## src/logic/refill_cfg.svh

```systemverilog
`ifndef REFILL_CFG_SVH
`define REFILL_CFG_SVH

// Bus widths shared by the sequencer and both read ports
`define REFILL_ADDR_W 32
`define REFILL_DATA_W 32

// Beats per cacheable line
// Instruction refills always use this length
`define REFILL_LINE_BEATS 4

// Upper 16 address bits of the uncached I/O segment
// Data refills in this segment fetch one beat only
`define REFILL_UNCACHED_SEG 16'h1000

`endif

```

## src/logic/axi_pkg.sv

```systemverilog
`default_nettype none

package axi_pkg;

    // AR channel field types
    typedef logic [3:0] axi_id_t;

    // Beats minus one
    typedef logic [3:0] axi_len_t;

    // Bytes per beat
    typedef enum logic [2:0] {
        AXI_SIZE_BYTE  = 3'b000,
        AXI_SIZE_HALF  = 3'b001,
        AXI_SIZE_WORD  = 3'b010
    } axi_size_e;

    // Burst address behaviour
    typedef enum logic [1:0] {
        AXI_BURST_FIXED = 2'b00,
        AXI_BURST_INCR  = 2'b01,
        AXI_BURST_WRAP  = 2'b10
    } axi_burst_e;

    // Single ID for every refill, one outstanding read per port
    localparam axi_id_t AXI_ID_REFILL = 4'd0;

endpackage : axi_pkg

`default_nettype wire

```

## src/logic/refill_pkg.sv

```systemverilog
`default_nettype none

`include "refill_cfg.svh"

package refill_pkg;

    // Refill side address and data word
    typedef logic [`REFILL_ADDR_W-1:0] addr_t;
    typedef logic [`REFILL_DATA_W-1:0] word_t;

    // Read sequencer states
    // I_* serve the instruction port on M0
    // D_* serve the data port on M1
    typedef enum logic [2:0] {
        IDLE   = 3'd0,
        I_ADDR = 3'd1,
        I_DATA = 3'd2,
        D_ADDR = 3'd3,
        D_DATA = 3'd4
    } refill_state_e;

endpackage : refill_pkg

`default_nettype wire

```

## src/logic/refill_arbiter.sv

```systemverilog
`timescale 1ns/10ps
`default_nettype none

module refill_arbiter (
    input  logic ACLK,
    input  logic ARESETn,

    // Refill requests
    input  logic ic_req_i,
    input  logic dc_req_i,

    // Phase ends reported by the read ports
    input  logic ic_ar_done_i,
    input  logic ic_line_done_i,
    input  logic dc_ar_done_i,
    input  logic dc_line_done_i,

    // Next phase decode towards the read ports
    output logic ic_ar_issue_o,
    output logic ic_r_collect_o,
    output logic dc_ar_issue_o,
    output logic dc_r_collect_o
);

    refill_pkg::refill_state_e state_r;
    refill_pkg::refill_state_e state_nxt;

    //////////////////////////////////////////////////////////////////////
    // State register
    //////////////////////////////////////////////////////////////////////

    always_ff @(posedge ACLK) begin
        if (!ARESETn) begin
            state_r <= refill_pkg::IDLE;
        end else begin
            state_r <= state_nxt;
        end
    end

    //////////////////////////////////////////////////////////////////////
    // Next state
    //////////////////////////////////////////////////////////////////////

    always_comb begin
        state_nxt = state_r;
        case (state_r)
            // Instruction side wins a tie
            refill_pkg::IDLE: begin
                if (ic_req_i) begin
                    state_nxt = refill_pkg::I_ADDR;
                end else if (dc_req_i) begin
                    state_nxt = refill_pkg::D_ADDR;
                end
            end
            refill_pkg::I_ADDR: begin
                if (ic_ar_done_i) begin
                    state_nxt = refill_pkg::I_DATA;
                end
            end
            // Waiting data request goes straight to its address phase
            refill_pkg::I_DATA: begin
                if (ic_line_done_i) begin
                    state_nxt = dc_req_i ? refill_pkg::D_ADDR : refill_pkg::IDLE;
                end
            end
            refill_pkg::D_ADDR: begin
                if (dc_ar_done_i) begin
                    state_nxt = refill_pkg::D_DATA;
                end
            end
            // Mirror of I_DATA
            refill_pkg::D_DATA: begin
                if (dc_line_done_i) begin
                    state_nxt = ic_req_i ? refill_pkg::I_ADDR : refill_pkg::IDLE;
                end
            end
            default: begin
                state_nxt = refill_pkg::IDLE;
            end
        endcase
    end

    // Ports register these so bus signals follow the state edge
    assign ic_ar_issue_o  = (state_nxt == refill_pkg::I_ADDR);
    assign ic_r_collect_o = (state_nxt == refill_pkg::I_DATA);
    assign dc_ar_issue_o  = (state_nxt == refill_pkg::D_ADDR);
    assign dc_r_collect_o = (state_nxt == refill_pkg::D_DATA);

endmodule : refill_arbiter

`default_nettype wire

```

## src/logic/axi_read_port.sv

```systemverilog
`timescale 1ns/10ps
`default_nettype none

`include "refill_cfg.svh"

module axi_read_port #(
    // 0 always full lines, 1 single beat for uncached addresses
    parameter bit UNCACHED_CHECK = 1'b0
) (
    input  logic                   ACLK,
    input  logic                   ARESETn,

    // Phase control from the sequencer
    input  logic                   ar_issue_i,
    input  logic                   r_collect_i,
    input  refill_pkg::addr_t      req_addr_i,

    // AR channel
    output axi_pkg::axi_id_t       arid_o,
    output refill_pkg::addr_t      araddr_o,
    output axi_pkg::axi_len_t      arlen_o,
    output axi_pkg::axi_size_e     arsize_o,
    output axi_pkg::axi_burst_e    arburst_o,
    output logic                   arvalid_o,
    input  logic                   arready_i,

    // R channel
    input  refill_pkg::word_t      rdata_i,
    input  logic                   rlast_i,
    input  logic                   rvalid_i,
    output logic                   rready_o,

    // Beat strobes to the cache
    output logic                   beat_valid_o,
    output refill_pkg::word_t      beat_data_o,
    output logic                   beat_last_o,

    // Phase ends to the sequencer
    output logic                   ar_done_o,
    output logic                   line_done_o
);

    logic              uncached;
    logic              r_hs;
    axi_pkg::axi_len_t burst_len;

    // Segment compare on the top 16 address bits
    assign uncached  = UNCACHED_CHECK &&
                       (req_addr_i[`REFILL_ADDR_W-1 -: 16] == `REFILL_UNCACHED_SEG);
    assign burst_len = uncached ? axi_pkg::axi_len_t'(0)
                                : axi_pkg::axi_len_t'(`REFILL_LINE_BEATS - 1);

    //////////////////////////////////////////////////////////////////////
    // Address phase
    //////////////////////////////////////////////////////////////////////

    // Reloaded every cycle of the phase
    // Request address is stable so the fields hold until ARREADY
    always_ff @(posedge ACLK) begin
        if (!ARESETn) begin
            arid_o    <= '0;
            araddr_o  <= '0;
            arlen_o   <= '0;
            arsize_o  <= axi_pkg::AXI_SIZE_BYTE;
            arburst_o <= axi_pkg::AXI_BURST_FIXED;
            arvalid_o <= 1'b0;
        end else if (ar_issue_i) begin
            arid_o    <= axi_pkg::AXI_ID_REFILL;
            araddr_o  <= req_addr_i;
            arlen_o   <= burst_len;
            arsize_o  <= axi_pkg::AXI_SIZE_WORD;
            arburst_o <= axi_pkg::AXI_BURST_INCR;
            arvalid_o <= 1'b1;
        end else begin
            // Idle bus fields read as zero
            arid_o    <= '0;
            araddr_o  <= '0;
            arlen_o   <= '0;
            arsize_o  <= axi_pkg::AXI_SIZE_BYTE;
            arburst_o <= axi_pkg::AXI_BURST_FIXED;
            arvalid_o <= 1'b0;
        end
    end

    //////////////////////////////////////////////////////////////////////
    // Data phase
    //////////////////////////////////////////////////////////////////////

    always_ff @(posedge ACLK) begin
        if (!ARESETn) begin
            rready_o <= 1'b0;
        end else begin
            rready_o <= r_collect_i;
        end
    end

    assign r_hs = rvalid_i & rready_o;

    // One strobe per accepted beat
    assign beat_valid_o = r_hs;
    assign beat_data_o  = rdata_i;
    assign beat_last_o  = r_hs & rlast_i;

    assign ar_done_o   = arvalid_o & arready_i;
    assign line_done_o = r_hs & rlast_i;

endmodule : axi_read_port

`default_nettype wire

```

## src/logic/refill_master_top.sv

```systemverilog
`timescale 1ns/10ps
`default_nettype none

module refill_master_top (
    input  logic                   ACLK,
    input  logic                   ARESETn,

    // Instruction cache refill port
    input  logic                   ic_req_i,
    input  refill_pkg::addr_t      ic_addr_i,
    output logic                   ic_beat_valid_o,
    output refill_pkg::word_t      ic_beat_data_o,
    output logic                   ic_beat_last_o,

    // Data cache refill port
    input  logic                   dc_req_i,
    input  refill_pkg::addr_t      dc_addr_i,
    output logic                   dc_beat_valid_o,
    output refill_pkg::word_t      dc_beat_data_o,
    output logic                   dc_beat_last_o,

    // M0 read address
    output axi_pkg::axi_id_t       arid_m0_o,
    output refill_pkg::addr_t      araddr_m0_o,
    output axi_pkg::axi_len_t      arlen_m0_o,
    output axi_pkg::axi_size_e     arsize_m0_o,
    output axi_pkg::axi_burst_e    arburst_m0_o,
    output logic                   arvalid_m0_o,
    input  logic                   arready_m0_i,

    // M0 read data
    input  refill_pkg::word_t      rdata_m0_i,
    input  logic                   rlast_m0_i,
    input  logic                   rvalid_m0_i,
    output logic                   rready_m0_o,

    // M1 read address
    output axi_pkg::axi_id_t       arid_m1_o,
    output refill_pkg::addr_t      araddr_m1_o,
    output axi_pkg::axi_len_t      arlen_m1_o,
    output axi_pkg::axi_size_e     arsize_m1_o,
    output axi_pkg::axi_burst_e    arburst_m1_o,
    output logic                   arvalid_m1_o,
    input  logic                   arready_m1_i,

    // M1 read data
    input  refill_pkg::word_t      rdata_m1_i,
    input  logic                   rlast_m1_i,
    input  logic                   rvalid_m1_i,
    output logic                   rready_m1_o
);

    // Sequencer to port controls
    logic ic_ar_issue;
    logic ic_r_collect;
    logic dc_ar_issue;
    logic dc_r_collect;

    // Port to sequencer phase ends
    logic ic_ar_done;
    logic ic_line_done;
    logic dc_ar_done;
    logic dc_line_done;

    //////////////////////////////////////////////////////////////////////
    // Shared read sequencer
    //////////////////////////////////////////////////////////////////////

    refill_arbiter u_arbiter (
        .ACLK           (ACLK),
        .ARESETn        (ARESETn),
        .ic_req_i       (ic_req_i),
        .dc_req_i       (dc_req_i),
        .ic_ar_done_i   (ic_ar_done),
        .ic_line_done_i (ic_line_done),
        .dc_ar_done_i   (dc_ar_done),
        .dc_line_done_i (dc_line_done),
        .ic_ar_issue_o  (ic_ar_issue),
        .ic_r_collect_o (ic_r_collect),
        .dc_ar_issue_o  (dc_ar_issue),
        .dc_r_collect_o (dc_r_collect)
    );

    //////////////////////////////////////////////////////////////////////
    // M0 instruction refill with full lines only
    //////////////////////////////////////////////////////////////////////

    axi_read_port #(
        .UNCACHED_CHECK (1'b0)
    ) u_iport (
        .ACLK          (ACLK),
        .ARESETn       (ARESETn),
        .ar_issue_i    (ic_ar_issue),
        .r_collect_i   (ic_r_collect),
        .req_addr_i    (ic_addr_i),
        .arid_o        (arid_m0_o),
        .araddr_o      (araddr_m0_o),
        .arlen_o       (arlen_m0_o),
        .arsize_o      (arsize_m0_o),
        .arburst_o     (arburst_m0_o),
        .arvalid_o     (arvalid_m0_o),
        .arready_i     (arready_m0_i),
        .rdata_i       (rdata_m0_i),
        .rlast_i       (rlast_m0_i),
        .rvalid_i      (rvalid_m0_i),
        .rready_o      (rready_m0_o),
        .beat_valid_o  (ic_beat_valid_o),
        .beat_data_o   (ic_beat_data_o),
        .beat_last_o   (ic_beat_last_o),
        .ar_done_o     (ic_ar_done),
        .line_done_o   (ic_line_done)
    );

    //////////////////////////////////////////////////////////////////////
    // M1 data refill with single beats in the I/O segment
    //////////////////////////////////////////////////////////////////////

    axi_read_port #(
        .UNCACHED_CHECK (1'b1)
    ) u_dport (
        .ACLK          (ACLK),
        .ARESETn       (ARESETn),
        .ar_issue_i    (dc_ar_issue),
        .r_collect_i   (dc_r_collect),
        .req_addr_i    (dc_addr_i),
        .arid_o        (arid_m1_o),
        .araddr_o      (araddr_m1_o),
        .arlen_o       (arlen_m1_o),
        .arsize_o      (arsize_m1_o),
        .arburst_o     (arburst_m1_o),
        .arvalid_o     (arvalid_m1_o),
        .arready_i     (arready_m1_i),
        .rdata_i       (rdata_m1_i),
        .rlast_i       (rlast_m1_i),
        .rvalid_i      (rvalid_m1_i),
        .rready_o      (rready_m1_o),
        .beat_valid_o  (dc_beat_valid_o),
        .beat_data_o   (dc_beat_data_o),
        .beat_last_o   (dc_beat_last_o),
        .ar_done_o     (dc_ar_done),
        .line_done_o   (dc_line_done)
    );

endmodule : refill_master_top

`default_nettype wire

```

## config.mk

```make
export PLATFORM = sky130hd
export DESIGN_NAME = refill_master_top
export DESIGN_NICKNAME = d
export VERILOG_FILES = /design/src/logic/axi_pkg.sv /design/src/logic/refill_pkg.sv /design/src/logic/refill_arbiter.sv /design/src/logic/axi_read_port.sv /design/src/logic/refill_master_top.sv
export VERILOG_INCLUDE_DIRS = /design/src /design/src/logic
export SDC_FILE = /design/constraint.sdc
export NUM_CORES = 1
export LEC_CHECK = 0
export BUFFER_PORTS_ARGS = -buffer_cell sky130_fd_sc_hd__buf_4
export CAP_MARGIN = 20
export CORE_AREA = 3 3 115 117
export DETAILED_ROUTE_END_ITERATION = 10
export DIE_AREA = 0 0 118 120
export PLACE_DENSITY = 0.61
export SLEW_MARGIN = 20
export SYNTH_ARGS = -nofsm -noshare
export SYNTH_HDL_FRONTEND = slang
export SYNTH_SLANG_ARGS = --single-unit
```

## constraint.sdc

```tcl
create_clock -name ACLK -period 2.03 [get_ports ACLK]
set_input_delay 0.203 -clock ACLK [delete_from_list [all_inputs] [get_ports ACLK]]
set_output_delay 0.203 -clock ACLK [all_outputs]
set_load 0.05 [all_outputs]
```

# Word-level counts from Yosys, hierarchy flattened
# Cells that the tools add are included.
[classes] n_eq_ne=9 muxes=17 bitwise=6 n_reduce_logical=3
[op_table] op="two-way mux 3 bit" n=6
[op_table] op="equality test 16 x 13 -> 1 bit (second input constant)" n=1
[op_table] op="one-hot mux 3 bit (5 select lines)" n=1
[op_table] op="equality test 3 x 2 -> 1 bit (second input constant)" n=4
[op_table] op="two-way mux 2 bit" n=5
[op_table] op="AND 1 bit" n=6
[op_table] op="equality test 3 x 1 -> 1 bit (second input constant)" n=2
[op_table] op="equality test 3 bit (second input constant)" n=2
[op_table] op="two-way mux 1 bit" n=5
[op_table] op="AND reduction 2 bit" n=2
[op_table] op="zero test 3 bit" n=1
[totals] register_bits=89 output_inout_bits=162

# Depth between registers and ports, before layout
[depth] depth_word=6 depth_mapped=6 mapped_depth_nobuf=4

# Hierarchy
# A second synthesis with hierarchy kept.
[hier_totals] hier_cells=285 hier_area_um2=2937.8
[modules_own_cells] module="axi_read_port at u_dport" instances=1 cells_per_inst=130 area_each_um2=1375.1
[modules_own_cells] module="axi_read_port at u_iport" instances=1 cells_per_inst=124 area_each_um2=1331.3
[modules_own_cells] module="refill_arbiter" instances=1 cells_per_inst=31 area_each_um2=231.5

# Worst setup path after synthesis
# Ideal clock, no wire load.
[synth_path] kind="register -> register" startpoint="register u_dport.rready_o" endpoint="register u_dport.araddr_o[15]" setup_ps=73 arrival_time_ps=2126 required_time_ps=1957 slack_ps=-168 stages_incl_launch_ff=7 n_path_buf=2 synth_period_minus_slack_ps=2198 path_cell_list="dfxtp_1 -> and3_1 -> o221ai_1 -> and4b_1 -> buf_2 -> buf_2 -> nor3b_2"
[synth_via] elab_chain_len=6
[synth_rtl] item="start: declaration" line_no="axi_read_port.sv:31" source="output logic rready_o,"
[synth_rtl] item="start signal: assignment" line_no="axi_read_port.sv:93" source="rready_o <= r_collect_i;"
[synth_rtl] item="AND 1 bit" line_no="axi_read_port.sv:97" source="assign r_hs = rvalid_i & rready_o;"
[synth_rtl] item="AND 1 bit"
[synth_rtl] item="net dc_beat_last_o" line_no="refill_master_top.sv:20" source="output logic dc_beat_last_o,"
[synth_rtl] item="two-way mux 3 bit" line_no="refill_arbiter.sv:73" source="if (dc_line_done_i) begin"
[synth_rtl] item="one-hot mux 3 bit (5 select lines)" line_no="refill_arbiter.sv:46" source="case (state_r)"
[synth_rtl] item="equality test 3 x 2 -> 1 bit" line_no="refill_arbiter.sv:86" source="assign dc_ar_issue_o = (state_nxt == refill_pkg::D_ADDR);"
[synth_rtl] item="AND reduction 2 bit (no source line)"
[synth_rtl] item="end signal: assignment" line_no="axi_read_port.sv:69" source="araddr_o <= req_addr_i;"
[synth_rtl] item="end: declaration" line_no="axi_read_port.sv:20" source="output refill_pkg::addr_t araddr_o,"
# The timed path passes the listed nets, and every way through them passes these cells.
# A chain may end at the register's enable or synchronous reset.

# Worst setup path in the final report
[layout_path] startpoint="register u_arbiter.state_r[0]" endpoint="register u_dport.araddr_o[31]"
[layout_via] elab_chain_len=5
[layout_rtl] item="start: declaration" line_no="refill_arbiter.sv:25" source="refill_pkg::refill_state_e state_r;"
[layout_rtl] item="start signal: assignment" line_no="refill_arbiter.sv:34" source="state_r <= refill_pkg::IDLE;"
[layout_rtl] item="start signal: assignment" line_no="refill_arbiter.sv:36" source="state_r <= state_nxt;"
[layout_rtl] item="two-way mux 3 bit" line_no="refill_arbiter.sv:51" source="end else if (dc_req_i) begin"
[layout_rtl] item="two-way mux 3 bit" line_no="refill_arbiter.sv:49" source="if (ic_req_i) begin"
[layout_rtl] item="one-hot mux 3 bit (5 select lines) (*)" line_no="refill_arbiter.sv:46"
[layout_rtl] item="equality test 3 x 2 -> 1 bit (*)" line_no="refill_arbiter.sv:86"
[layout_rtl] item="AND reduction 2 bit (no source line) (*)"
# Mark *: on every way between the ends. The rest lies on a longest branch, timed or not.

==> results.yml <==
run_status:
  outcome: "finished clean"
global_routing:
  antenna_found_initial: 0
  grt_pass1_vias: 2161
  track_usage_pct: 12.7
  grt_overflow_total: 0
  grt_pass1_wl_um: 13300
  grt_max_degree: 35
clocking:
  htree_levels: 3
  clock-sinks: 72
  cts_tree: "yes"
  clockBufferDepth: 2
  post_cts_buffers: 0
  cts_hold_buffers: 0
  clk_latency_ns: 0.33
  ctsResizeCount: 0
  cts_made_buffers: 9
  clkTransAtPathRegs_ns: 0.06
  cts_root_buf: "clkbuf_16"
timing:
  drv_slew: 0
  finalHoldViolations: 0
  skew_ns: 0.00421
  period_needed_ns: 1.78
  fmax_mhz: 563
  fin_ws_ns: 0.254
  rsz0062_at_grt: "false"
  setup_viol: 0
  post-route-period-util_pct: 87.5
  setup_tns_ns: 0
power_and_ir_drop:
  combPwrFrac_pct: 34.7
  vdd_drop_max_v: 0.000354
  clkPwrFrac_pct: 31.6
  pwr-share-seq_pct: 33.7
  internal-power_w: 0.00309
  p_sw_w: 0.00181
  design_power_total_w: 0.00490
  leakage_nw: 1.98
  p_per_area_mw_per_mm2: 1190
  swShare_pct: 37.0
floorplan:
  die_y_um: 120
  core_area_sq_mm: 0.0125
  dieArea_sq_mm: 0.0142
  start_util_pct: 24.6
  die_x_um: 118
  num_rows: 41
  io_pins: 300
place:
  finalWeightedCongestion: 0.888
  port_buffers: 153
  pre_cts_ws_ns: 0.268
  placed_cell_area_sq_mm: 0.00384
  hpwl_um: 7560
synthesis:
  ys_seq_area_share_pct: 47.0
  synth.cell_area_sq_mm: 0.00307
  avgSynthCellArea_sq_um: 10.8
  ys_ff_latch: 72
  syn_inst: 284
  synth_cell_types: 33
  yosysWarnings: 0
critical_path:
  reg2reg_from: "u_arbiter.state_r[0]"
  worstSetupPathType: "register to register"
  crit_family: "simple AND/OR/NAND/NOR gates"
  worstSetupStartpoint: "u_arbiter.state_r[0]"
  slowest_stage: "or3b_1"
  start_kind: "register"
  crit_chain: "or3b_1 -> a211oi_2 -> o21ai_4 -> buf_12 -> nor3b_1"
  crit_path_max_incr_delay_ns: 0.40
  cp_max_fo: 22
  cp.buffers_inverters: 1
  cp-end-kind: "register"
  worstPathArrival_ns: 2.02
  crit_required_ns: 2.27
hold_path:
  min_from: "ic_addr_i[22]"
  hp-class: "input pin to register"
detailed_routing:
  routed_wl_um: 9200
  drtIter0Drc: 131
  ant_nets: 0
  route.detailed.drc: 0
  viasPerCell: 4.03
  wl_per_cell_um: 16.9
  drtPass1Iterations: 4
  vias: 2195
cells_and_area:
  final_nets: 507
  final_area_sq_mm: 0.00413
  drive_gt1_share_pct: 56.3
  n_fill_cell: 1272
  area_delta_synth_final_pct: 34.7
  diodes: 0
  fin_util_pct: 33.1
job:
  maxCapViolCount: 0
-- cell usage after synthesis --
cell / n / area [sq um]
buf_4: 90 / 676
dfxtp_1: 72 / 1440
and3_1: 34 / 213
nor3b_2: 26 / 325
clkbuf_1: 6 / 22.5
nor3b_1: 6 / 45.0
nor2_1: 5 / 18.8
and2_1: 4 / 25.0
buf_2: 3 / 15.0
buf_6: 3 / 33.8
nand2_1: 3 / 11.3
nor4_1: 3 / 18.8
a21boi_0: 2 / 15.0
and4b_1: 2 / 20.0
inv_1: 2 / 7.51
nand3_1: 2 / 10.0
nor2b_1: 2 / 12.5
nor3_2: 2 / 20.0
o21ai_0: 2 / 10.0
or3b_1: 2 / 17.5
a211oi_1: 1 / 7.51
a211oi_2: 1 / 12.5
a21boi_1: 1 / 7.51
a21o_1: 1 / 7.51
and4_1: 1 / 8.76
conb_1: 1 / 3.75
nand3b_1: 1 / 7.51
nand4b_1: 1 / 8.76
nor4b_1: 1 / 8.76
o211ai_1: 1 / 7.51
o21ai_2: 1 / 8.76
o221ai_1: 1 / 8.76
o22ai_2: 1 / 12.5
-- power by group through the flow --
| stage | Clock, W | Sequential, W | Combinational [W] |
|---|---|---|---|
| 2_1_floorplan | 0 | 0.00222 | 0.00102 |
| 3_3_place_gp | 0 | 0.00168 | 0.00170 |
| 3_5_place_dp | 0 | 0.00168 | 0.00172 |
| 4_1_cts | 0.00162 | 0.00165 | 0.00173 |
| 5_1_grt | 0.00168 | 0.00167 | 0.00180 |
| 6_report | 0.00155 | 0.00165 | 0.00170 |
-- stage by stage --
stage               cells  hold slack, ns
floorplan             301           0.313
global placement      530           0.406
detailed placement    530           0.406
CTS                   545          0.0721
global route          545          0.0733
finish                545          0.0949
-- layout by cell type (no fill, tap or decap), types with 3 or more instances in the layout --
master	n
buf_4	157
dfxtp_1	72
and3_1	32
nor3b_2	26
conb_1	18
clkbuf_16	9
nor3b_1	6
and2_1	4
nor2_1	4
nand2_1	3
nor4_1	3
-- cell families after synthesis --
family                 synth area share (%)
other                                 0.122
AO/OA/AOI/OAI                          3.18
buffers and inverters                  24.6
AND/OR/NAND/NOR                        25.1
flip-flops                             47.0
-- metal layers --
layer / up-vias / track usage (%) / routed length, um
li1: 1012 / - / -
met1: 969 / 10.9 / 2810
met2: 204 / 21.3 / 4580
met3: 10 / 9.94 / 1620
met4: 0 / 6.37 / 186
met5: - / 0 / 0
-- sequential cells by signal (all words and copies together), names as in the netlist --
name,count
u_iport.rready_o,1
u_arbiter.state_r,3
u_dport.arvalid_o,1
u_dport.rready_o,1
u_dport.arlen_o,1
u_dport.araddr_o,32
u_iport.arlen_o,1
u_iport.araddr_o,32
-- worst paths after layout --
path,endpoint,slack (ns),depth (start not counted)
min,u_iport.araddr_o[22],0.09,2
max,u_dport.araddr_o[31],0.25,5
max reg2reg,u_dport.araddr_o[31],0.25,5
min reg2reg,u_arbiter.state_r[2],0.60,2
-- final cells by class --
cell class	instances	area [sq um]	share of cell area [%]
clock buffer	10	239	5.78
sequential	72	1440	34.9
inverter	2	7.51	0.182
tap	172	215	5.21
clock inverter	5	56.3	1.36
multi-input combinational	125	953	23.1
timing repair buffer	159	1220	29.5
Power figures use the tool's default switching activity.
